==> src/include/multiFifo_settings.svh <==
// Multi-FIFO sizing
`ifndef MULTIFIFO_SETTINGS_SVH
`define MULTIFIFO_SETTINGS_SVH

// Number of logical FIFOs sharing the storage
// Must be at least two for the arbiter to have any choice to make
`define MF_NUM_FIFOS 4

// Number of entries in the shared data RAM
// The same number sets the pointer RAM size, the free list size and the
// number of push credits the sender holds after reset
`define MF_DEPTH 16

// Payload width in bits
`define MF_WIDTH 32

`endif

==> src/rtl/multiFifoPkg.sv <==
// Multi-FIFO user types
`include "multiFifo_settings.svh"

package multiFifoPkg;

  // Binary number of a logical FIFO as carried with each push
  typedef logic [$clog2(`MF_NUM_FIFOS)-1:0] fifoIdT;

  // One payload word as pushed and popped
  typedef logic [`MF_WIDTH-1:0] dataT;

  // Item count of one FIFO
  // One extra code is needed so a FIFO that owns every entry can be counted
  typedef logic [$clog2(`MF_DEPTH+1)-1:0] countT;

  // One bit per logical FIFO
  // Used for pop valids and readies, empties, arbiter requests and grants
  typedef logic [`MF_NUM_FIFOS-1:0] fifoVecT;

endpackage

==> src/rtl/multiFifoMemPkg.sv <==
// Multi-FIFO storage types
`include "multiFifo_settings.svh"

package multiFifoMemPkg;

  // Index of one entry in the shared data RAM
  // The free list, the staging buffers and the link words all carry it
  typedef logic [$clog2(`MF_DEPTH)-1:0] addrT;

  // Word held in the pointer RAM
  // Entry N of the pointer RAM names the entry that follows N in its list
  typedef addrT ptrT;

endpackage

==> src/rtl/stagingBuffer.sv <==
// Pop staging buffer
`timescale 1ns/1ns

module stagingBuffer (
  input  logic                  clk,
  input  logic                  rstN,
  input  logic                  fillValid,
  input  multiFifoPkg::dataT    fillData,
  input  multiFifoMemPkg::addrT fillAddr,
  input  logic                  popReady,
  output logic                  popValid,
  output multiFifoPkg::dataT    popData,
  output logic                  free,
  output logic                  dealloc,
  output multiFifoMemPkg::addrT deallocAddr
);

  // Held item and the RAM entry it came from
  multiFifoPkg::dataT    heldData;
  multiFifoMemPkg::addrT heldAddr;

  // Occupancy flag
  // A fill sets it and a pop clears it, and a fill wins when both happen
  always_ff @(posedge clk or negedge rstN) begin
    if (!rstN) begin
      popValid <= 1'b0;
    end else if (fillValid) begin
      popValid <= 1'b1;
    end else if (dealloc) begin
      popValid <= 1'b0;
    end
  end

  // Payload capture
  always_ff @(posedge clk) begin
    if (fillValid) begin
      heldData <= fillData;
      heldAddr <= fillAddr;
    end
  end

  assign popData     = heldData;
  // Room next cycle if empty now or leaving now
  assign free        = !popValid || popReady;
  // The RAM entry goes back to the free list on the handshake
  assign dealloc     = popValid && popReady;
  assign deallocAddr = heldAddr;

  // The controller only reads for a buffer that will have room
  fillOnlyWhenFreeA: assert property (@(posedge clk) disable iff (!rstN)
    fillValid |-> free);

endmodule

==> config.mk <==
export PLATFORM = sky130hd
export DESIGN_NAME = stagingBuffer
export DESIGN_NICKNAME = d
export VERILOG_FILES = /design/src/rtl/multiFifoPkg.sv /design/src/rtl/multiFifoMemPkg.sv /design/src/rtl/stagingBuffer.sv
export VERILOG_INCLUDE_DIRS = /design/src /design/src/include
export SDC_FILE = /design/constraint.sdc
export NUM_CORES = 1
export LEC_CHECK = 0
export BUFFER_PORTS_ARGS = -buffer_cell sky130_fd_sc_hd__buf_2
export CORE_MARGIN = 4
export CORE_UTILIZATION = 35
export DETAILED_ROUTE_END_ITERATION = 12
export GPL_TIMING_DRIVEN = 0
export PLACE_DENSITY = 0.73
export SLEW_MARGIN = 25
export SYNTH_ARGS = -nofsm -noshare
export SYNTH_HDL_FRONTEND = slang
export SYNTH_SLANG_ARGS = --single-unit
==> constraint.sdc <==
create_clock -name clk -period 0.8 [get_ports clk]
set_clock_uncertainty 0.05 [all_clocks]
set_input_delay 0.16 -clock clk [delete_from_list [all_inputs] [get_ports clk]]
set_output_delay 0.16 -clock clk [all_outputs]
set_load 0.03 [all_outputs]
==> run_results.csv <==
group,metric,value,unit
run_status,status,"finished, violations left",
run_status,violations,"setup timing",
final_layout,multiInputGateArea,28.8,µm²
synthesis,yosys_warnings,0,
die,core,3080,µm²
synthesis,synth_top_area_cell,"edfxtp_1",
synthesis,syn_nets,80,
critical_path,path_depth,2,
die,ios,79,
timing,max_freq,777,MHz
clock_network,htree_levels,2,
clock_network,clockRootBuffer,"clkbuf_4",
timing,rsz0062_at_grt,"yes",
drt,num_vias,904,
clock_network,cts_tree,"done",
critical_path,crit_family,"flip-flops",
critical_path,crit_buf_inv,1,
timing,slew_headroom,70.2,%
final_layout,layout.nets,204,
die,initial_core_util,36.8,%
pwr,power_density,1890,nW/µm²
timing,setup_ws,-0.487,ns
critical_path,arrival,1.08,ns
clock_network,clk_pin_slew,0.11,ns
clock_network,cts.path.max_buffers,2,
critical_path,cp_max_fo,3,
synthesis,yosys.cell_types.count,5,
grt,grt_first_pass_wirelength,5240,µm
critical_path,required,0.59,ns
grt,met3_usage,11.6,%
critical_path,path_cells,"and2_4 > buf_6",
clock_network,numCtsBuffers,5,
synthesis,synth_cells,40,
timing,min_period_over_period,161,%
job,maxCapViolations,0,
clock_network,clock_sinks,37,
pwr,p_leak,0.965,nW
final_layout,antenna_cells,0,
synthesis,ys_top_cells_by_area,"edfxtp_1 95%, dfrtp_1 2.2%, nand2b_4 1.2%",
synthesis,synth_seq_cells,37,
critical_path,critPathLaunchType,"register",
timing,min_period,1.29,ns
grt,overflow,0,
timing,setup_violations,40,
critical_path,slowest_delay,0.46,ns
grt,gr-max-usage-layer,"met2",
die,rows,20,
drt,postRouteAntennaNets,0,
critical_path,r2r_end,"popValid",
critical_path,critPathKind,"register to output port",
timing,slew_viol_final,0,
critical_path,critPathLaunch,"popValid",
die,die_y,64.9,µm
grt,gr-usage-met1,16.1,%
critical_path,endpoint,"dealloc",
final_layout,drive_gt1_share,54.5,%
final_layout,nFillCells,186,
grt,antenna_found_initial,0,
critical_path,cpMaxStageDelayCell,"dfrtp_2",
drt,firstDrtPassIters,3,
synthesis,syn_area,1130,µm²
final_layout,seq_area,1110,µm²
worst_hold_path,hp-class,"primary input to async pin",
critical_path,reg2reg_from,"popValid",
grt,grt_pass1_vias,1011,
timing,hold_viol,0,
final_layout,syn2layout_area_growth,100,%
final_layout,instances_no_fill,209,
drt,wl_per_cell,16.7,µm
drt,drc,0,
grt,grt_start_max_net_pins,38,
die,die_area,4210,µm²
die,die_w,64.9,µm
drt,first_iter_violations,34,
synthesis,synth.avg_cell_area,28.3,µm²
placement,port_buffers,78,
critical_path,r2r_slack,-0.12,ns
clock_network,clkLatencyLatePin,0.34,ns
grt,met2_usage,32.1,%
critical_path,cp-end-kind,"output port",
drt,drt_wl_total,3480,µm
placement,place_inst,162,
timing,hold_ws,0.0777,ns
drt,via_per_inst,4.33,
placement,gp_congestion,0.666,
grt,track_usage,18.3,%
synthesis,ys_seq_area_share,97.7,%
synthesis,synth_top_area_share,95.5,%
timing,tightest_slew,0.447,ns
critical_path,rr_worst_depth,4,
pwr,peakVddDrop,1360,µV
cell usage in the layout, fill, tap and decap left out:
cell type	instances
and2_4	1
buf_2	39
buf_4	1
buf_6	40
clkbuf_1	1
clkbuf_4	5
clkinv_2	2
dfrtp_2	1
dlygate4sd3_1	37
edfxtp_1	36
nand2b_1	1
nand2b_4	1
metrics by stage:
| step | power (W) | worst slack [ns] | util, % | cell area (µm²) | setup TNS (ns) |
|---|---|---|---|---|---|
| 4_1_cts | 0.00425 | -0.480 | 73.3 | 2250 | -12.15 |
| 2_1_floorplan | 0.00272 | -0.103 | - | 1140 | -0.185 |
| 3_3_place_gp | 0.00298 | -0.366 | 51.4 | 1580 | -13.59 |
| 3_5_place_dp | 0.00299 | -0.420 | 51.4 | 1580 | -15.62 |
| 5_1_grt | 0.00450 | -0.544 | 73.6 | 2270 | -14.98 |
| 6_report | 0.00428 | -0.487 | 73.6 | 2270 | -12.52 |
how the worst min path moves through the flow:
stage                           to  from  cells after the start
after CTS                 popValid  rstN                      2
after floorplan           popValid  rstN                      0
after global placement    popValid  rstN                      1
after global routing      popValid  rstN                      2
after detailed placement  popValid  rstN                      1
final                     popValid  rstN                      2
state kept, by name (all words and copies together), names as in the netlist:
name	cells
popData	32
popValid	1
deallocAddr	4
cells in the mapped netlist:
cell / count
nand2b_4: 1
dfrtp_1: 1
and2_1: 1
nand2b_1: 1
edfxtp_1: 36
area by class of cell:
class | instances | share of cell area, %
sequential | 37 | 48.9
timing repair buffer | 117 | 45.2
tap | 44 | 2.43
clock buffer | 6 | 1.82
multi-input combinational | 3 | 1.27
clock inverter | 2 | 0.442
report_power, final:
group	switching, W	internal, W	total, W	leakage (nW)
clock network	0.000604	0.000335	0.000938	0.0320
logic	0.000484	0.000483	0.000967	0.570
registers	0.0000785	0.00230	0.00238	0.362
total	0.00117	0.00312	0.00428	0.965
worst reg2reg max path, cell delays in order (launching register included):
cell and delay [ns]:
dfrtp_2 0.46, nand2b_4 0.09, buf_6 0.09, buf_6 0.08, nand2b_1 0.05
cells by family (layout without fill, tap and decap cells):
group	count (synthesis)	count (layout)	share of synthesized area (%)
AND/OR/NAND/NOR	3	3	2.32
flip-flops	37	37	97.7
buffers and inverters	0	125	0
per-layer routing:
| metal | share of wire [%] | vias to the layer above |
|---|---|---|
| met5 | 0 | - |
| met4 | 2.0 | 0 |
| met3 | 13 | 7 |
| met2 | 53 | 55 |
| met1 | 32 | 435 |
| li1 | - | 407 |
timing repair:
item                                    4_1_cts  5_1_grt
resized for setup                            78        1
hold buffers                                 37        0
pin swaps                                     1        0
buffers inserted                              1        1
endpoints found under the setup margin       75       40
endpoints found under the hold margin        37        0
Power figures use the tool's default switching activity.
