[config.mk]
export PLATFORM = sky130hd
export DESIGN_NAME = syncRam
export DESIGN_NICKNAME = d
export VERILOG_FILES = /design/src/rtl/syncRam.sv
export SDC_FILE = /design/constraint.sdc
export NUM_CORES = 1
export LEC_CHECK = 0
export ABC_AREA = 1
export BUFFER_PORTS_ARGS = -buffer_cell sky130_fd_sc_hd__buf_2
export CAP_MARGIN = 0
export CORE_MARGIN = 5
export CORE_UTILIZATION = 58
export DETAILED_ROUTE_END_ITERATION = 10
export PLACE_DENSITY = 0.81
export SLEW_MARGIN = 20
export SYNTH_ARGS = -nofsm -noshare
export SYNTH_HDL_FRONTEND = slang
export SYNTH_SLANG_ARGS = --single-unit
[constraint.sdc]
create_clock -name clk -period 1.9 [get_ports clk]
set_input_delay 0.38 -clock clk [delete_from_list [all_inputs] [get_ports clk]]
set_output_delay 0.38 -clock clk [all_outputs]
set_load 0.01 [all_outputs]
[src/rtl/syncRam.sv]
// Simple dual-port RAM
`timescale 1ns/1ns

module syncRam #(
  // Word type stored in every entry
  parameter type wordT = logic,
  // Number of entries
  parameter int depth = 16,
  localparam int addrW = (depth > 1) ? $clog2(depth) : 1
) (
  input  logic             clk,
  input  logic             wrEn,
  input  logic [addrW-1:0] wrAddr,
  input  wordT             wrData,
  input  logic             rdEn,
  input  logic [addrW-1:0] rdAddr,
  output wordT             rdData
);

  // Storage array
  // Contents are only meaningful after an entry has been written
  wordT mem [depth];

  // Write port
  always_ff @(posedge clk) begin
    if (wrEn) begin
      mem[wrAddr] <= wrData;
    end
  end

  // Read port with one cycle of latency
  // A read of the entry being written in the same cycle returns the old word
  // rdData holds its value on cycles without a read
  always_ff @(posedge clk) begin
    if (rdEn) begin
      rdData <= mem[rdAddr];
    end
  end

endmodule

==> reports/metrics.yaml, run 1 <==
syn_area_um2: 857.1
die_x_um: 48.44
synth.top_cell.area_share_pct: 59.56
h-tree-depth: 1
grt_use_total_pct: 13.41
hold_viol_final: 0
tritoncts: "yes"
routed_wl_um: 1427
dieArea_mm2: 0.002346
cp.depth: 1
wl_per_cell_um: 11.33
setup_violations: 0
area_delta_synth_final_pct: 11.09
arrival_ns: 0.79
worst_hold_slack_ns: 0.2941
cpPeakStageDelay_ns: 0.36
core_area_mm2: 0.001350
post_cts.resized_instances: 0
die_height_um: 48.44
regToRegEndpoint: "rdData"
overall_overflow_remaining_after_global_route: 0
synth.largest_area_cell: "edfxtp_1"
post-route-min-period_ns: 1.166
root_driver: "clkbuf_4"
ys_top_cells_by_area: "edfxtp_1 (60%), nand2_1 (11%), inv_1 (8.3%)"
cts.sink_count: 17
hold_path_startpoint: "rdEn"
critPathTopFamily: "flip-flops"
synthesis.yosys.warnings: 0
power_density_mw_per_mm2: 710.1
dr.pass1.iters: 4
seq_area_um2: 510.5
starting_utilization_of_the_core_area_pct: 63.48
cts_hold_buf: 0
clock_latency_ns: 0.28
syn-num-nets: 108
max_rail_drop_vdd_uv: 457.3
detail_route.drc_violations: 0
cts_setup_buffers: 0
multi_input_comb_area_um2: 249.0
gp_congestion: 0.7412
setup.worst_path.class: "reg2out"
pin_count: 13
transition_time_of_the_tightest_slew_check_pin_ns: 0.2501
timing.clock.skew_ns: 0.01045
drt-initial-drc-count: 14
worst_slew_margin_rel_pct: 83.20
critical_path_peak_fanout: 1
numCtsBuffers: 3
grt_pass1_vias: 601
cts-root-to-sink-buffers: 2
number_of_nets_in_the_finished_design: 124
port_buffers: 12
leakagePower_nw: 0.4389
worstPathBufferInverterCount: 1
endpoint_kind: "output pin"
detailedPlacementHpwl_um: 1123
mostFrequentLayoutCell: "nand2_1"
n_fill_cell: 123
cp_slowest_cell: "edfxtp_1"
antennaDiodeCount: 0
numPlacedInstances: 122
synthDistinctLibCells: 10
reg2regPathDepth: 6
min_path_type: "in2reg"
post_drt_via_cell_ratio: 5.254
rr_startpoint: "mem[6]"
finalMaxSlewViolations: 0
grt_antenna_before_repair: 0
drive_above_1_share_pct: 18.92
vias: 662
crit_path_cell_trace: "buf_2"
setup.reg_to_reg.worst_slack_ns: 0.89
cp-start-kind: "flip-flop"
fin_setup_tns_ns: 0
worst_hold_path.num_cells: 1
layout_common_cells: "nand2_1 (24), inv_1 (19), edfxtp_1 (17)"
wire_length_of_the_first_global_routing_pass_um: 2463
row_count: 13
outcome: "complete, no violations"
timing.final.crit_share_pct: 61.39
rsz0062_at_grt: "false"
clkSlewWorstSetupHoldPaths_ns: 0.10
synthesis.instances: 96
final_cell_count_no_fill: 126
whs_endpoint: "rdData"
cap_violations: 0
report.power.total_uw: 676.1
grt_start_max_net_pins: 17
worst-endpoint-required_ns: 1.52
seq_area_frac_synth_pct: 59.56
number_of_synthesized_register_bits: 17
synth.avg_cell_area_um2: 8.928
achievable-frequency_ghz: 0.8574
drt.antenna.violating_nets: 0
[area by class of cell]
cell class	instances	share of cell area (%)
multi-input combinational	57	26.15
clock buffer	3	2.365
clock inverter	1	0.5256
sequential	17	53.61
timing repair buffer	12	6.307
tap	15	1.971
inverter	21	9.067
[per-stage QoR]
step	cell area, um^2	util (%)	worst slack [ns]
floorplan	857.1	-	0.8139
global placement	924.6	68.49	0.6508
detailed placement	924.6	68.49	0.6124
CTS	952.2	70.53	0.7241
global route	952.2	70.53	0.6747
finish	952.2	70.53	0.7337
[state kept, by name, indices dropped and copies added (netlist names)]
register,count
mem,16
rdData,1
[cells by family (layout without fill, tap and decap cells)]
kind of cell	count (synthesis)	count (layout)	synth area share, %
DFF	17	17	59.56
buffers and inverters	22	37	11.39
and+or+nand+nor	57	57	29.05
[power breakdown]
group          internal (mW)  switching, mW
clock                 0.0780          0.103
combinational         0.0247         0.0466
sequential             0.422        0.00207
[worst max-delay path by stage]
stage	start	to	slack (ns)
6_report	rdData	rdData	0.73
5_1_grt	rdData	rdData	0.67
2_1_floorplan	rdAddr[0]	rdData	0.81
3_5_place_dp	rdAddr[0]	rdData	0.61
3_3_place_gp	rdAddr[0]	rdData	0.65
4_1_cts	rdData	rdData	0.72
[per-layer routing]
layer	vias up	part of all wire [%]	wire length [um]	GRT usage (%)
met1	301	45	644	16.02
met5	-	0	0	0
met3	2	5.8	83	3.976
met2	19	47	674	20.87
li1	340	-	-	-
met4	0	1.7	24	8.295
[synth_stat cells]
cell,number
nand2_1,24
inv_1,19
edfxtp_1,17
nand3_1,14
nor2_1,8
nor3_1,8
nand2_2,3
buf_6,1
inv_2,1
inv_8,1
Power figures use the tool's default switching activity.
==> run 2, diff against run 1 <==
Settings changed: CORE_UTILIZATION 58 to 53, PLACE_DENSITY 0.81 to 0.75.
Clock period 1.9 ns to 1.2 ns, I/O delays scaled along.
==> run 2 against run 1 <==
Core utilization fell by 8.0 points. First-iteration DRC count rose by 64%. Clock power rose by 61%. Worst setup slack got worse by 0.55 ns. Sequential cell count did not move. Largest power group unchanged. Via count rose by 0.15%. Die area rose by 7.5%. Clock skew fell by 0.0082 ns. Sequential share of layout area did not move. Global-route usage rose by 0.79 points. Count of clock-buffer cells in the layout rose by 1. Routed wire length rose by 7.7%.
==> reports/metrics.yaml, run 2 (synthesized netlist as in run 1, its figures left out) <==
cts-root-to-sink-buffers: 2
numCtsBuffers: 3
worstPathBufferInverterCount: 1
tritoncts: "yes"
hold_viol_final: 0
antennaDiodeCount: 0
cts_setup_buffers: 0
starting_utilization_of_the_core_area_pct: 56.24
grt_use_total_pct: 14.21
clkSlewWorstSetupHoldPaths_ns: 0.09
post_cts.resized_instances: 0
reg.largest.list: "mem: 16 flops, rdData: 1 flops"
detail_route.drc_violations: 0
max_rail_drop_vdd_uv: 675.3
power_density_mw_per_mm2: 1131
dr.pass1.iters: 4
grt_pass1_vias: 642
worst_slew_margin_rel_pct: 83.73
gp_congestion: 0.9167
detailedPlacementHpwl_um: 1246
numPlacedInstances: 123
pin_count: 13
die_x_um: 50.22
finalMaxSlewViolations: 0
h-tree-depth: 1
core_area_mm2: 0.001524
critPathTopFamily: "flip-flops"
drive_above_1_share_pct: 18.02
cp_slowest_cell: "edfxtp_1"
setup.worst_path.class: "reg2out"
arrival_ns: 0.78
die_height_um: 50.22
leakagePower_nw: 0.4362
crit_path_cell_trace: "buf_2"
achievable-frequency_ghz: 0.9817
cap_violations: 0
cts_hold_buf: 0
drt-initial-drc-count: 23
timing.clock.skew_ns: 0.002291
regToRegEndpoint: "rdData"
largest_register_ffs: 16
rsz0062_at_grt: "false"
number_of_nets_in_the_finished_design: 124
registers.top_by_ff_count: "mem"
min_path_type: "in2reg"
dieArea_mm2: 0.002522
whs_endpoint: "rdData"
row_count: 14
post_drt_via_cell_ratio: 5.220
critical_path_peak_fanout: 1
mostFrequentLayoutCell: "nand2_1"
routed_wl_um: 1537
area_delta_synth_final_pct: 11.09
clock_latency_ns: 0.28
cp-start-kind: "flip-flop"
final_cell_count_no_fill: 127
hold_path_startpoint: "rdEn"
timing.final.crit_share_pct: 84.89
cts.sink_count: 17
cp.depth: 1
layout_common_cells: "nand2_1 (24), inv_1 (19), edfxtp_1 (17)"
vias: 663
root_driver: "clkbuf_4"
worst-endpoint-required_ns: 0.96
cpPeakStageDelay_ns: 0.36
port_buffers: 12
rr_startpoint: "mem[7]"
worst_hold_path.num_cells: 1
setup_violations: 0
setup.reg_to_reg.worst_slack_ns: 0.20
endpoint_kind: "output pin"
drt.antenna.violating_nets: 0
outcome: "complete, no violations"
grt_antenna_before_repair: 0
transition_time_of_the_tightest_slew_check_pin_ns: 0.2422
reg2regPathDepth: 6
post-route-min-period_ns: 1.019
fin_setup_tns_ns: 0
overall_overflow_remaining_after_global_route: 0
wl_per_cell_um: 12.10
grt_start_max_net_pins: 17
wire_length_of_the_first_global_routing_pass_um: 2677
-- run 2: changes by cell type in the layout (fill, tap and decap cells not counted) --
| cell | delta |
|---|---|
| clkinv_2 | -1 |
| clkbuf_1 | +1 |
-- run 2: metrics by stage --
| step | utilization [%] | instance area [um^2] | setup slack, ns | hold slack [ns] | power [mW] |
|---|---|---|---|---|---|
| after floorplan | - | 857.1 | 0.2539 | 0.3389 | 0.7546 |
| after global placement | 60.76 | 925.9 | 0.1077 | 0.4433 | 0.7931 |
| after detailed placement | 60.76 | 925.9 | 0.09023 | 0.4461 | 0.7988 |
| after CTS | 62.48 | 952.2 | 0.1662 | 0.1496 | 1.085 |
| after global routing | 62.48 | 952.2 | 0.09141 | 0.1402 | 1.134 |
| final | 62.48 | 952.2 | 0.1813 | 0.1575 | 1.077 |
-- run 2: worst register-to-register path, cell delays in order, from the launching register on --
cell	delay [ns]
edfxtp_1	0.37
inv_1	0.07
nand2_1	0.05
nand3_1	0.08
nand3_1	0.07
nand3_1	0.08
nand2_1	0.05
-- run 2: cell type report --
type                            count  area (um^2)
Clock buffer                        4        26.28
Timing Repair Buffer               12        60.06
Sequential cell                    17        510.5
Tap cell                           16        20.02
Multi-Input combinational cell     57        249.0
Inverter                           21        86.33
Fill cell                         135        571.8
-- run 2: power by group --
part,switching (mW),total (mW),internal (mW)
Clock,0.163,0.292,0.129
Combinational,0.0750,0.114,0.0391
Sequential,0.00331,0.671,0.668
Total,0.242,1.08,0.836
-- run 2: per-layer routing --
metal	wire [um]	share of wire, %	up-vias	global-route usage [%]
met5	0	0	-	0
met4	27	1.8	0	7.860
met3	88	5.7	2	3.846
met2	797	52	17	23.43
met1	623	41	306	16.57
li1	-	-	338	-
-- run 2: how the worst max path moves through the flow --
stage	end	start	slack (ns)
after global routing	rdData	mem[7]	0.09
final	rdData	rdData	0.18
after detailed placement	mem[0]	wrAddr[0]	0.09
after floorplan	rdData	rdAddr[0]	0.25
after CTS	rdData	rdData	0.17
after global placement	rdData	rdAddr[0]	0.11
