### src/include/multiFifo_settings.svh
// Multi-FIFO sizing
`ifndef MULTIFIFO_SETTINGS_SVH
`define MULTIFIFO_SETTINGS_SVH

// Number of logical FIFOs sharing the storage
// Must be at least two for the arbiter to have any choice to make
`define MF_NUM_FIFOS 4

// Number of entries in the shared data RAM
// The same number sets the pointer RAM size, the free list size and the
// number of push credits the sender holds after reset
`define MF_DEPTH 16

// Payload width in bits
`define MF_WIDTH 32

`endif

### src/rtl/multiFifoPkg.sv
// Multi-FIFO user types
`include "multiFifo_settings.svh"

package multiFifoPkg;

  // Binary number of a logical FIFO as carried with each push
  typedef logic [$clog2(`MF_NUM_FIFOS)-1:0] fifoIdT;

  // One payload word as pushed and popped
  typedef logic [`MF_WIDTH-1:0] dataT;

  // Item count of one FIFO
  // One extra code is needed so a FIFO that owns every entry can be counted
  typedef logic [$clog2(`MF_DEPTH+1)-1:0] countT;

  // One bit per logical FIFO
  // Used for pop valids and readies, empties, arbiter requests and grants
  typedef logic [`MF_NUM_FIFOS-1:0] fifoVecT;

endpackage

### src/rtl/multiFifoMemPkg.sv
// Multi-FIFO storage types
`include "multiFifo_settings.svh"

package multiFifoMemPkg;

  // Index of one entry in the shared data RAM
  // The free list, the staging buffers and the link words all carry it
  typedef logic [$clog2(`MF_DEPTH)-1:0] addrT;

  // Word held in the pointer RAM
  // Entry N of the pointer RAM names the entry that follows N in its list
  typedef addrT ptrT;

endpackage

### src/rtl/freeList.sv
// Free entry queue
`timescale 1ns/1ns

module freeList #(
  // Number of RAM entries managed
  parameter int depth = 16
) (
  input  logic                  clk,
  input  logic                  rstN,
  input  logic                  alloc,
  input  logic                  dealloc,
  input  multiFifoMemPkg::addrT deallocAddr,
  output multiFifoMemPkg::addrT allocAddr,
  output logic                  pushCredit
);

  // Circular queue of free addresses with read and write pointers
  multiFifoMemPkg::addrT slot [depth];
  multiFifoMemPkg::addrT rdPtr;
  multiFifoMemPkg::addrT wrPtr;
  multiFifoPkg::countT   freeCount;

  // Advance a queue pointer with wrap at the last slot
  function automatic multiFifoMemPkg::addrT wrapInc(multiFifoMemPkg::addrT p);
    if (p == multiFifoMemPkg::addrT'(depth - 1)) begin
      return '0;
    end
    return p + 1'b1;
  endfunction

  // The head of the queue is always offered to the controller
  assign allocAddr = slot[rdPtr];

  // Every entry starts out free, in address order
  // Freed entries are appended at the write pointer
  always_ff @(posedge clk or negedge rstN) begin
    if (!rstN) begin
      for (int i = 0; i < depth; i++) begin
        slot[i] <= multiFifoMemPkg::addrT'(i);
      end
    end else if (dealloc) begin
      slot[wrPtr] <= deallocAddr;
    end
  end

  // Pointer and count bookkeeping
  // The queue is full after reset so both pointers start at slot zero
  always_ff @(posedge clk or negedge rstN) begin
    if (!rstN) begin
      rdPtr      <= '0;
      wrPtr      <= '0;
      freeCount  <= multiFifoPkg::countT'(depth);
      pushCredit <= 1'b0;
    end else begin
      if (alloc) begin
        rdPtr <= wrapInc(rdPtr);
      end
      if (dealloc) begin
        wrPtr <= wrapInc(wrPtr);
      end
      freeCount  <= freeCount - multiFifoPkg::countT'(alloc) + multiFifoPkg::countT'(dealloc);
      // One credit goes back to the sender the cycle after each free
      pushCredit <= dealloc;
    end
  end

  // The sender must hold a credit for every push it makes
  allocNotEmptyA: assert property (@(posedge clk) disable iff (!rstN)
    alloc |-> freeCount != '0);

  // An entry can only be freed after it was handed out
  noOverflowA: assert property (@(posedge clk) disable iff (!rstN)
    dealloc |-> freeCount < multiFifoPkg::countT'(depth));

endmodule

### config.mk
export PLATFORM = sky130hd
export DESIGN_NAME = freeList
export DESIGN_NICKNAME = d
export VERILOG_FILES = /design/src/rtl/multiFifoPkg.sv /design/src/rtl/multiFifoMemPkg.sv /design/src/rtl/freeList.sv
export VERILOG_INCLUDE_DIRS = /design/src /design/src/include
export SDC_FILE = /design/constraint.sdc
export NUM_CORES = 1
export LEC_CHECK = 0
export BUFFER_PORTS_ARGS = -buffer_cell sky130_fd_sc_hd__buf_2
export CORE_ASPECT_RATIO = 1.75
export CORE_MARGIN = 1.5
export CORE_UTILIZATION = 40
export DETAILED_ROUTE_END_ITERATION = 6
export PLACE_DENSITY_LB_ADDON = 0.3
export SYNTH_ARGS = -nofsm -noshare
export SYNTH_HDL_FRONTEND = slang
export SYNTH_SLANG_ARGS = --single-unit
### constraint.sdc
create_clock -name clk -period 1.5 [get_ports clk]
set_input_delay 0 -clock clk [delete_from_list [all_inputs] [get_ports clk]]
set_output_delay 0 -clock clk [all_outputs]
set_load 0.02 [all_outputs]
==> results.sh <==
export IMPL_fp_coreArea_sq_um=8313
export IMPL_final_min_period_over_clock_period_pct=130.6
export IMPL_setup_worst_path_end_class="primary output"
export IMPL_dp_hpwl_mm=5.392
export IMPL_power_density_nw_per_um2=2291
export IMPL_finish_cell_count_without_fillers=404
export IMPL_ant_nets=0
export IMPL_irDropWorstVdd_mv=0.7897
export IMPL_grt_ovfl_total=0
export IMPL_async_s_r_ff_share_synth_pct=100.0
export IMPL_num_rows=44
export IMPL_slew_violations=0
export IMPL_grt_pass1_vias=2293
export IMPL_postSynthCellCount=236
export IMPL_clk_pin_slew_worst_paths_ns=0.05
export IMPL_routedWlPerCell_microns=19.69
export IMPL_finish_utilization_pct=55.01
export IMPL_grt_pass1_wl_mm=12.08
export IMPL_die_height_microns=125.8
export IMPL_synth_seq_cells=73
export IMPL_initial_utilization_pct=41.48
export IMPL_required_ns=1.50
export IMPL_layout_drive_gt1_share_pct=71.97
export IMPL_antenna_diode_count=0
export IMPL_crit_path_cell_trace="buf_12 > buf_12 > mux4_2 > a22oi_2 > nand3_2 > buf_6"
export IMPL_netlist_area_sq_um=3448
export IMPL_worst_skew_pair_late_latency_ns=0.33
export IMPL_clkSinkCount=73
export IMPL_drt_pass1_iter_count=3
export IMPL_r2r_setup_slack_ns=-0.03
export IMPL_synthSimpleGateAreaFrac_pct=6.967
export IMPL_fin_total_pwr_mw=10.48
export IMPL_timing_critical_path_slowest_cell_delay_ns=0.54
export IMPL_num_fill_cells=651
export IMPL_postLayoutCellArea_sq_um=4573
export IMPL_drt_iter0_drc=61
export IMPL_cp_num_buf_inv=3
export IMPL_gp_congestion=0.8602
export IMPL_crit_family="multiplexers"
export IMPL_syn_nets=249
export IMPL_ys_seq_area_share_pct=54.14
export IMPL_count_of_final_setup_violators=18
export IMPL_worst_path_max_fanout=6
export IMPL_worstSetupStartpointType="register"
export IMPL_fp_dieArea_sq_um=9209
export IMPL_cts_buffers=9
export IMPL_yosys_warnings=0
export IMPL_worst_hold_path_type="input pin to asynchronous set/reset pin"
export IMPL_synthXorXnorAreaFrac_pct=0.7620
export IMPL_totalNegativeSetupSlack_ns=-1.995
export IMPL_postSynthAreaPerCell_sq_um=14.61
export IMPL_synth_compound_gate_area_share_pct=2.141
export IMPL_cp_arrival_ns=1.96
export IMPL_worstRegToRegCells=6
export IMPL_worstReg2RegEnd="slot[60]"
export IMPL_crit_path_slowest_cell="mux4_2"
export IMPL_initial_antenna_violation_count=0
export IMPL_area_growth_syn_to_layout_pct=32.62
export IMPL_place_detailed_instances=368
export IMPL_synth_top_family_by_area="multiplexers"
export IMPL_post_route_worst_setup_slack_ns=-0.4595
export IMPL_fmax_mhz=510.3
export IMPL_worst_setup_path_type="register to primary output"
export IMPL_ys_flop_type="dfrtp_1"
export IMPL_unrepaired_setup_endpoints_after_global_routing="true"
export IMPL_avgViaCountPerCell=5.292
export IMPL_path_common_cell="buf_12"
export IMPL_post_synth_edffs=0
export IMPL_status="finished, violations left"
export IMPL_rr_startpoint="wrPtr[0]"
export IMPL_fin_nets=297
export IMPL_critical_path_cell_count=6
export IMPL_cp_endpoint="allocAddr[0]"
export IMPL_yosys_cell_types_count=25
export IMPL_clock_tree_buffer_depth=2
export IMPL_violations="negative setup slack"
export IMPL_gr_usage_all_layers_pct=18.27
export IMPL_synth_fa_ha_area_share_pct=1.814
export IMPL_floorplan_io_pins=13
export IMPL_grt_start_max_net_pins=56
export IMPL_drc=0
export IMPL_maxCapViolCount=0
export IMPL_route_final_wire_length_mm=7.954
export IMPL_worst_clock_skew_ns=0.004939
export IMPL_io_buffer_count=12
export IMPL_cts_htree_levels=3
export IMPL_timing_critical_path_from="rdPtr[0]"
export IMPL_timing_hold_ws_ns=0.1492
export IMPL_timing_slew_headroom_pct=69.77
export IMPL_chipWidth_microns=73.19
export IMPL_cts_tree="built"
export IMPL_multi_input_comb_area_sq_um=1755
export IMPL_p_leak_nw=1.932
export IMPL_period_minus_slack_ns=1.959
export IMPL_ctsRootBufferMaster="clkbuf_16"
export IMPL_placed_cell_area_sq_um=3750
export IMPL_finalHoldViolations=0
export IMPL_via_count=2138
export IMPL_synth_mux_area_fraction_pct=31.68
export IMPL_detailedPlace_worstSlack_ns=-0.3159
export IMPL_reg_area_sq_um=1872
export IMPL_tightest_slew_ns=0.4534
==> repair_timing <==
item | in CTS | in global routing
hold endpoints to repair | 22 | 0
hold buffers | 3 | 0
gates resized for setup | 32 | 48
setup endpoints to repair | 48 | 47
pin swaps | 7 | 5
buffers inserted | 3 | 14
==> power by group <==
| group | internal, mW | switching [mW] |
|---|---|---|
| Sequential | 3.19 | 0.634 |
| Clock | 1.55 | 0.793 |
| Combinational | 2.51 | 1.80 |
==> layer usage <==
layer | part of all wire (%) | vias to the layer above | wire (microns) | GRT usage (%)
met1 | 37 | 1116 | 2974 | 18.69
met4 | 3.8 | 0 | 305 | 12.54
met5 | 0 | - | 0 | 0
met3 | 2.1 | 22 | 164 | 2.960
met2 | 57 | 29 | 4510 | 32.51
li1 | - | 971 | - | -
==> cell families (layout without fill, tap and decap cells) <==
group           count (synthesis)  after routing
flops                          73             73
buf+inv                        17             70
fa+ha+maj                       5              5
mux                            81             81
compound gates                 12             12
simple gates                   45             45
xor+xnor                        3              3
==> Yosys cell counts (2+ instances only) <==
| cell type | instances | area, sq um |
|---|---|---|
| a21oi_1 | 2 | 10.01 |
| nor3_2 | 3 | 30.03 |
| dfstp_2 | 32 | 840.8 |
| xnor2_1 | 2 | 17.52 |
| nand3_1 | 17 | 85.08 |
| buf_2 | 6 | 30.03 |
| mux2_2 | 65 | 732.0 |
| dfrtp_1 | 41 | 1026 |
| inv_1 | 3 | 11.26 |
| buf_6 | 2 | 22.52 |
| mux4_2 | 16 | 360.4 |
| a22oi_1 | 4 | 30.03 |
| nand2_1 | 12 | 45.04 |
| nand4_1 | 5 | 31.28 |
| o21ai_0 | 5 | 25.02 |
| ha_1 | 5 | 62.56 |
| clkbuf_1 | 5 | 18.77 |
| nor2b_1 | 4 | 25.02 |
==> cell type report <==
type / instances / area share, %
clock inverter: 4 / 1.614
tap: 115 / 3.146
inverter: 3 / 0.3557
multi-input combinational: 146 / 38.39
timing repair buffer: 51 / 9.959
sequential: 73 / 40.93
clock buffer: 12 / 5.609
==> cell usage in the layout, fill, tap and decap left out, types with 8 or more instances in the layout <==
cell type / n
clkbuf_16: 9
buf_6: 14
dfstp_2: 32
nand2_1: 8
mux4_2: 16
mux2_4: 24
buf_2: 10
mux2_2: 41
dfrtp_1: 37
nand3_1: 9
buf_4: 20
==> worst min-delay path by stage <==
stage / start / endpoint / slack [ns] / cells past startpoint
2_1_floorplan: rstN / pushCredit / -0.30 / 0
3_3_place_gp: rstN / slot[52] / -0.03 / 1
3_5_place_dp: rstN / slot[52] / -0.03 / 1
4_1_cts: rstN / slot[52] / 0.15 / 2
5_1_grt: rstN / slot[52] / 0.18 / 2
6_report: rstN / slot[52] / 0.15 / 2
==> sequential cells by signal (all words and copies together) (netlist names) <==
| signal | flops |
|---|---|
| slot | 64 |
| rdPtr | 4 |
| wrPtr | 4 |
| pushCredit | 1 |
Note: power is estimated with default switching activity, not from simulation.
