`config.mk`:
```
export PLATFORM = sky130hd
export DESIGN_NAME = multiFifoCtrl
export DESIGN_NICKNAME = d
export VERILOG_FILES = /design/src/rtl/multiFifoPkg.sv /design/src/rtl/multiFifoMemPkg.sv /design/src/rtl/multiFifoCtrl.sv
export VERILOG_INCLUDE_DIRS = /design/src /design/src/include
export SDC_FILE = /design/constraint.sdc
export NUM_CORES = 1
export LEC_CHECK = 0
export ABC_AREA = 1
export BUFFER_PORTS_ARGS = -buffer_cell sky130_fd_sc_hd__buf_2
export CORE_MARGIN = 5
export CORE_UTILIZATION = 55
export CTS_CLUSTER_DIAMETER = 40
export DETAILED_ROUTE_END_ITERATION = 16
export PLACE_DENSITY = 0.86
export SLEW_MARGIN = 15
export SYNTH_ARGS = -nofsm -noshare
export SYNTH_HDL_FRONTEND = slang
export SYNTH_SLANG_ARGS = --single-unit
export TNS_END_PERCENT = 1
```
`constraint.sdc`:
```
create_clock -name clk -period 2.82 [get_ports clk]
set_input_delay 0.141 -clock clk [delete_from_list [all_inputs] [get_ports clk]]
set_output_delay 0.141 -clock clk [all_outputs]
set_load 0.05 [all_outputs]
```
`src/include/multiFifo_settings.svh`:
```
// Multi-FIFO sizing
`ifndef MULTIFIFO_SETTINGS_SVH
`define MULTIFIFO_SETTINGS_SVH

// Number of logical FIFOs sharing the storage
// Must be at least two for the arbiter to have any choice to make
`define MF_NUM_FIFOS 4

// Number of entries in the shared data RAM
// The same number sets the pointer RAM size, the free list size and the
// number of push credits the sender holds after reset
`define MF_DEPTH 16

// Payload width in bits
`define MF_WIDTH 32

`endif

```
`src/rtl/multiFifoPkg.sv`:
```
// Multi-FIFO user types
`include "multiFifo_settings.svh"

package multiFifoPkg;

  // Binary number of a logical FIFO as carried with each push
  typedef logic [$clog2(`MF_NUM_FIFOS)-1:0] fifoIdT;

  // One payload word as pushed and popped
  typedef logic [`MF_WIDTH-1:0] dataT;

  // Item count of one FIFO
  // One extra code is needed so a FIFO that owns every entry can be counted
  typedef logic [$clog2(`MF_DEPTH+1)-1:0] countT;

  // One bit per logical FIFO
  // Used for pop valids and readies, empties, arbiter requests and grants
  typedef logic [`MF_NUM_FIFOS-1:0] fifoVecT;

endpackage

```
`src/rtl/multiFifoMemPkg.sv`:
```
// Multi-FIFO storage types
`include "multiFifo_settings.svh"

package multiFifoMemPkg;

  // Index of one entry in the shared data RAM
  // The free list, the staging buffers and the link words all carry it
  typedef logic [$clog2(`MF_DEPTH)-1:0] addrT;

  // Word held in the pointer RAM
  // Entry N of the pointer RAM names the entry that follows N in its list
  typedef addrT ptrT;

endpackage

```
`src/rtl/multiFifoCtrl.sv`:
```
// Linked-list controller
`timescale 1ns/1ns

module multiFifoCtrl (
  input  logic                    clk,
  input  logic                    rstN,
  // Push side from the sender
  input  logic                    pushValid,
  input  multiFifoPkg::fifoIdT    pushFifoId,
  input  multiFifoPkg::dataT      pushData,
  // Free list
  input  multiFifoMemPkg::addrT   allocAddr,
  output logic                    alloc,
  // Data RAM write port
  output logic                    dataWrEn,
  output multiFifoMemPkg::addrT   dataWrAddr,
  output multiFifoPkg::dataT      dataWrData,
  // Pointer RAM write port
  output logic                    ptrWrEn,
  output multiFifoMemPkg::addrT   ptrWrAddr,
  output multiFifoMemPkg::ptrT    ptrWrData,
  // Shared read port of both RAMs
  output logic                    rdEn,
  output multiFifoMemPkg::addrT   rdAddr,
  input  multiFifoMemPkg::ptrT    ptrRdData,
  // External arbiter
  output multiFifoPkg::fifoVecT   arbRequest,
  input  multiFifoPkg::fifoVecT   arbGrant,
  output logic                    arbUpdate,
  // Staging buffers
  input  multiFifoPkg::fifoVecT   bufFree,
  input  multiFifoPkg::fifoVecT   bufEmpty,
  output multiFifoPkg::fifoVecT   fillValid,
  output multiFifoMemPkg::addrT   fillAddr,
  output multiFifoPkg::fifoVecT   popEmpty
);

  localparam int numFifos = $bits(multiFifoPkg::fifoVecT);

  // Per-FIFO list state
  // count holds the entries still in RAM whose read has not been issued
  multiFifoMemPkg::addrT head [numFifos];
  multiFifoMemPkg::addrT tail [numFifos];
  multiFifoPkg::countT   count [numFifos];

  // The one read in flight, returning next cycle
  logic                  rdPending;
  multiFifoPkg::fifoIdT  rdFifo;
  multiFifoMemPkg::addrT rdEntry;
  logic                  rdHasNext;

  // Decoded events of this cycle
  multiFifoPkg::fifoIdT  grantId;
  multiFifoPkg::fifoVecT pushVec;
  multiFifoPkg::fifoVecT readVec;
  logic                  pushToEmpty;

  always_comb begin
    grantId = '0;
    for (int f = 0; f < numFifos; f++) begin
      if (arbGrant[f]) begin
        grantId = multiFifoPkg::fifoIdT'(f);
      end
      pushVec[f]    = pushValid && (pushFifoId == multiFifoPkg::fifoIdT'(f));
      readVec[f]    = arbGrant[f];
      fillValid[f]  = rdPending && (rdFifo == multiFifoPkg::fifoIdT'(f));
      // No second read for a FIFO until its head pointer has come back
      arbRequest[f] = (count[f] != '0) && bufFree[f] && !fillValid[f];
      popEmpty[f]   = (count[f] == '0) && bufEmpty[f] && !fillValid[f];
    end
    // The list is empty after this cycle's read as well as when already empty
    // In both cases the new entry becomes the head and no link is written
    pushToEmpty = (count[pushFifoId] == '0) ||
                  ((count[pushFifoId] == multiFifoPkg::countT'(1)) && readVec[pushFifoId]);
  end

  // Every push takes the offered free entry for its payload
  assign alloc      = pushValid;
  assign dataWrEn   = pushValid;
  assign dataWrAddr = allocAddr;
  assign dataWrData = pushData;

  // Link the new entry behind the old tail
  assign ptrWrEn   = pushValid && !pushToEmpty;
  assign ptrWrAddr = tail[pushFifoId];
  assign ptrWrData = allocAddr;

  // Data and next pointer of the granted head are read together
  assign rdEn      = |arbGrant;
  assign rdAddr    = head[grantId];
  assign arbUpdate = rdEn;
  assign fillAddr  = rdEntry;

  always_ff @(posedge clk or negedge rstN) begin
    if (!rstN) begin
      for (int f = 0; f < numFifos; f++) begin
        head[f]  <= '0;
        tail[f]  <= '0;
        count[f] <= '0;
      end
      rdPending <= 1'b0;
      rdFifo    <= '0;
      rdEntry   <= '0;
      rdHasNext <= 1'b0;
    end else begin
      rdPending <= rdEn;
      rdFifo    <= grantId;
      rdEntry   <= head[grantId];
      // Only a list with older entries behind the head takes the returned pointer
      rdHasNext <= count[grantId] > multiFifoPkg::countT'(1);
      for (int f = 0; f < numFifos; f++) begin
        // A push and a read on one FIFO in the same cycle cancel out
        count[f] <= count[f] + multiFifoPkg::countT'(pushVec[f]) -
                    multiFifoPkg::countT'(readVec[f]);
        if (fillValid[f] && rdHasNext) begin
          head[f] <= ptrRdData;
        end
        if (pushVec[f]) begin
          tail[f] <= allocAddr;
          if (pushToEmpty) begin
            head[f] <= allocAddr;
          end
        end
      end
    end
  end

  // The external arbiter must pick at most one FIFO
  grantOneHotA: assert property (@(posedge clk) disable iff (!rstN)
    $onehot0(arbGrant));

  // A grant always answers a live request
  grantRequestedA: assert property (@(posedge clk) disable iff (!rstN)
    (arbGrant & ~arbRequest) == '0);

endmodule

```
==> impl_metrics.ini <==
[drt]
drt_wl_total_microns = 8680
drc_errors = 0
vias = 3052
via_per_inst = 5.29
ant_nets = 0
dr.first_iter.drc_count = 227
wl_per_cell_microns = 15.0
dr.pass1.iters = 4

[critical_path]
cp.arrival_ns = 2.20
r2r_cells = 6
cp-start-kind = flip-flop
worstSetupPathType = reg2out
worstPathMaxFanout = 4
required_ns = 2.68
critPathCaptureType = primary output

[grt]
antenna_found_initial = 0
grt_usage_pct = 21.2
grt_pass1_wl_microns = 14700
grt_max_degree = 47
grt-ovfl-total = 0
grt_pass1_vias = 3139

[final_layout]
nFillCells = 589
synthToLayoutAreaGrowth_pct = 7.79
postLayoutCoreUtil_pct = 61.4
drive_gt1_share_pct = 23.3
diodes = 0
layout.nets = 561

[floorplan]
start_util_pct = 56.9
die_w_microns = 94.1
core_area_sq_mm = 0.00683
num_rows = 30
fp.dieH_microns = 94.1
die_area_sq_mm = 0.00885
boundaryPins = 126

[cts]
ctsHoldBuffers = 1
cts_tree = yes
cts_buffers = 9
clkTransAtPathRegs_ns = 0.07
root_buffer = clkbuf_8
clkLatencyLatePin_ns = 0.35
cts-htree-levels = 3
ctsResizeCount = 0
cts.path.max_buffers = 2
post-cts-setup-buffers = 0
cts_num_sinks = 60

[place]
io_buffers = 61
hpwl_microns = 6800
post-place-ws_ns = 0.399
gp_congestion = 0.915

[yosys]
syn_nets = 532
synth-seq-cells = 60
synth_area_sq_mm = 0.00389
syn_area_per_cell_sq_um = 8.70
ys.flop_type = dfrtp_1
async_reset_ff_share_pct = 100
yosysUniqueCellTypes = 37
postSynthCellCount = 447
ys_seq_area_share_pct = 38.6
synth-edff-count = 0
yosys_warnings = 0

[sta]
setup_viol = 0
drv_slew = 0
max_slew_margin_pct = 31.9
finalHoldViolCount = 0
max_freq_mhz = 427
rsz0062_at_grt = no
tightest_slew_ns = 1.02
worst_slack_ns = 0.479
min_period_ns = 2.34
setup_tns_ns = 0
clock_skew_ns = 0.00689
period_share_pct = 83.0

[pwr]
irDropWorstVdd_mv = 0.739
power_per_cell_area_mw_per_mm2 = 953
power_leakage_nw = 2.14
power.total_w = 0.00399

[min_path]
hold_depth = 3
hp-class = in2reg

[status]
status = finished, final reports clean

[job]
drv_cap = 0
-- worst max-delay path, cell delays in order, from the launching register on --
cell     delay, ns
dfrtp_1       0.39
inv_1         0.13
ha_1          0.16
inv_1         0.04
nor4_1        0.58
nand2_1       0.13
nor2_1        0.14
buf_2         0.28
-- cells in the mapped netlist (7+ instances only) --
| cell type | n | area, sq um |
|---|---|---|
| buf_4 | 44 | 330 |
| inv_2 | 8 | 30.0 |
| o21ai_1 | 21 | 105 |
| ha_1 | 24 | 300 |
| a21oi_1 | 12 | 60.1 |
| xor2_1 | 12 | 105 |
| dfrtp_1 | 60 | 1500 |
| o21ai_0 | 32 | 160 |
| inv_1 | 59 | 221 |
| nand2_1 | 90 | 338 |
| nand3_1 | 7 | 35.0 |
| nor2_1 | 16 | 60.1 |
-- per-stage QoR --
step,hold WS [ns],instances,area (sq um)
4_1_cts,0.0547,577,4190
5_1_grt,0.103,577,4190
2_1_floorplan,-0.155,447,3890
6_report,0.0565,577,4190
3_3_place_gp,0.282,560,3990
3_5_place_dp,0.282,560,3990
-- sequential cells by signal, summed over array words and instances (netlist names) --
| signal | cells |
|---|---|
| count | 20 |
| head | 16 |
| tail | 16 |
| fillAddr | 4 |
| rdFifo | 2 |
| rdHasNext | 1 |
| rdPending | 1 |
-- routing by layer --
layer / GRT usage [%] / vias up / wire (microns) / share of wire, %
li1: - / 1471 / - / -
met2: 33.9 / 144 / 4090 / 47
met1: 26.9 / 1406 / 3630 / 42
met4: 9.15 / 0 / 234 / 2.7
met5: 0 / - / 0 / 0
met3: 5.61 / 31 / 730 / 8.4
-- cell usage in the layout, fill, tap and decap left out, types with 3 or more instances in the layout --
cell type and count:
nor2_4 3, nand3_1 7, o21ai_0 32, nand2_2 4, nand2_1 90, nor2_1 16
fa_1 4, clkinvlp_4 3, o221ai_1 4, clkinv_2 3, clkbuf_8 9, o21ai_1 21
inv_1 59, nor3b_1 4, o32ai_1 4, buf_2 61, inv_2 8, dfrtp_1 60
o22ai_1 4, nand4_4 4, nor3_4 3, nor2_2 4, ha_1 24, xnor2_1 4
xor2_1 12, a22oi_1 4, a21oi_1 12
-- cell type report --
class | instances | area [sq um] | share of cell area, %
inverter | 67 | 251 | 6.00
clock buffer | 9 | 124 | 2.96
sequential | 60 | 1500 | 35.8
tap | 96 | 120 | 2.87
timing repair buffer | 64 | 330 | 7.88
multi-input combinational | 274 | 1800 | 42.9
clock inverter | 7 | 67.6 | 1.61
-- kinds of logic (layout without fill, tap and decap cells) --
family | Yosys count | in the layout | share of synthesized area [%]
DFF | 60 | 60 | 38.6
adders and majority gates | 28 | 28 | 9.78
xor gates and xnor gates | 16 | 16 | 3.60
and+or+nand+nor | 145 | 145 | 20.5
AOI/OAI and AO/OA | 85 | 85 | 12.4
buffers and inverters | 113 | 147 | 15.2
-- where the power goes --
part           internal, W  leakage (nW)  switching, W
Clock             0.000402        0.0910      0.000364
Sequential         0.00118         0.713      0.000237
Combinational     0.000658          1.34       0.00115
Total              0.00224          2.14       0.00175
-- final timing paths --
| path | to | start | slack [ns] |
|---|---|---|---|
| worst max-delay path | popEmpty[0] | count[17] | 0.48 |
| worst min-delay path | tail[5] | allocAddr[1] | 0.06 |
| worst max register to register | count[14] | count[10] | 1.18 |
| worst min register to register | tail[12] | tail[12] | 0.49 |
| max in group asynchronous | count[5] | rstN | 1.60 |
| min in group asynchronous | fillAddr[1] | rstN | 0.50 |
Power figures use the tool's default switching activity.
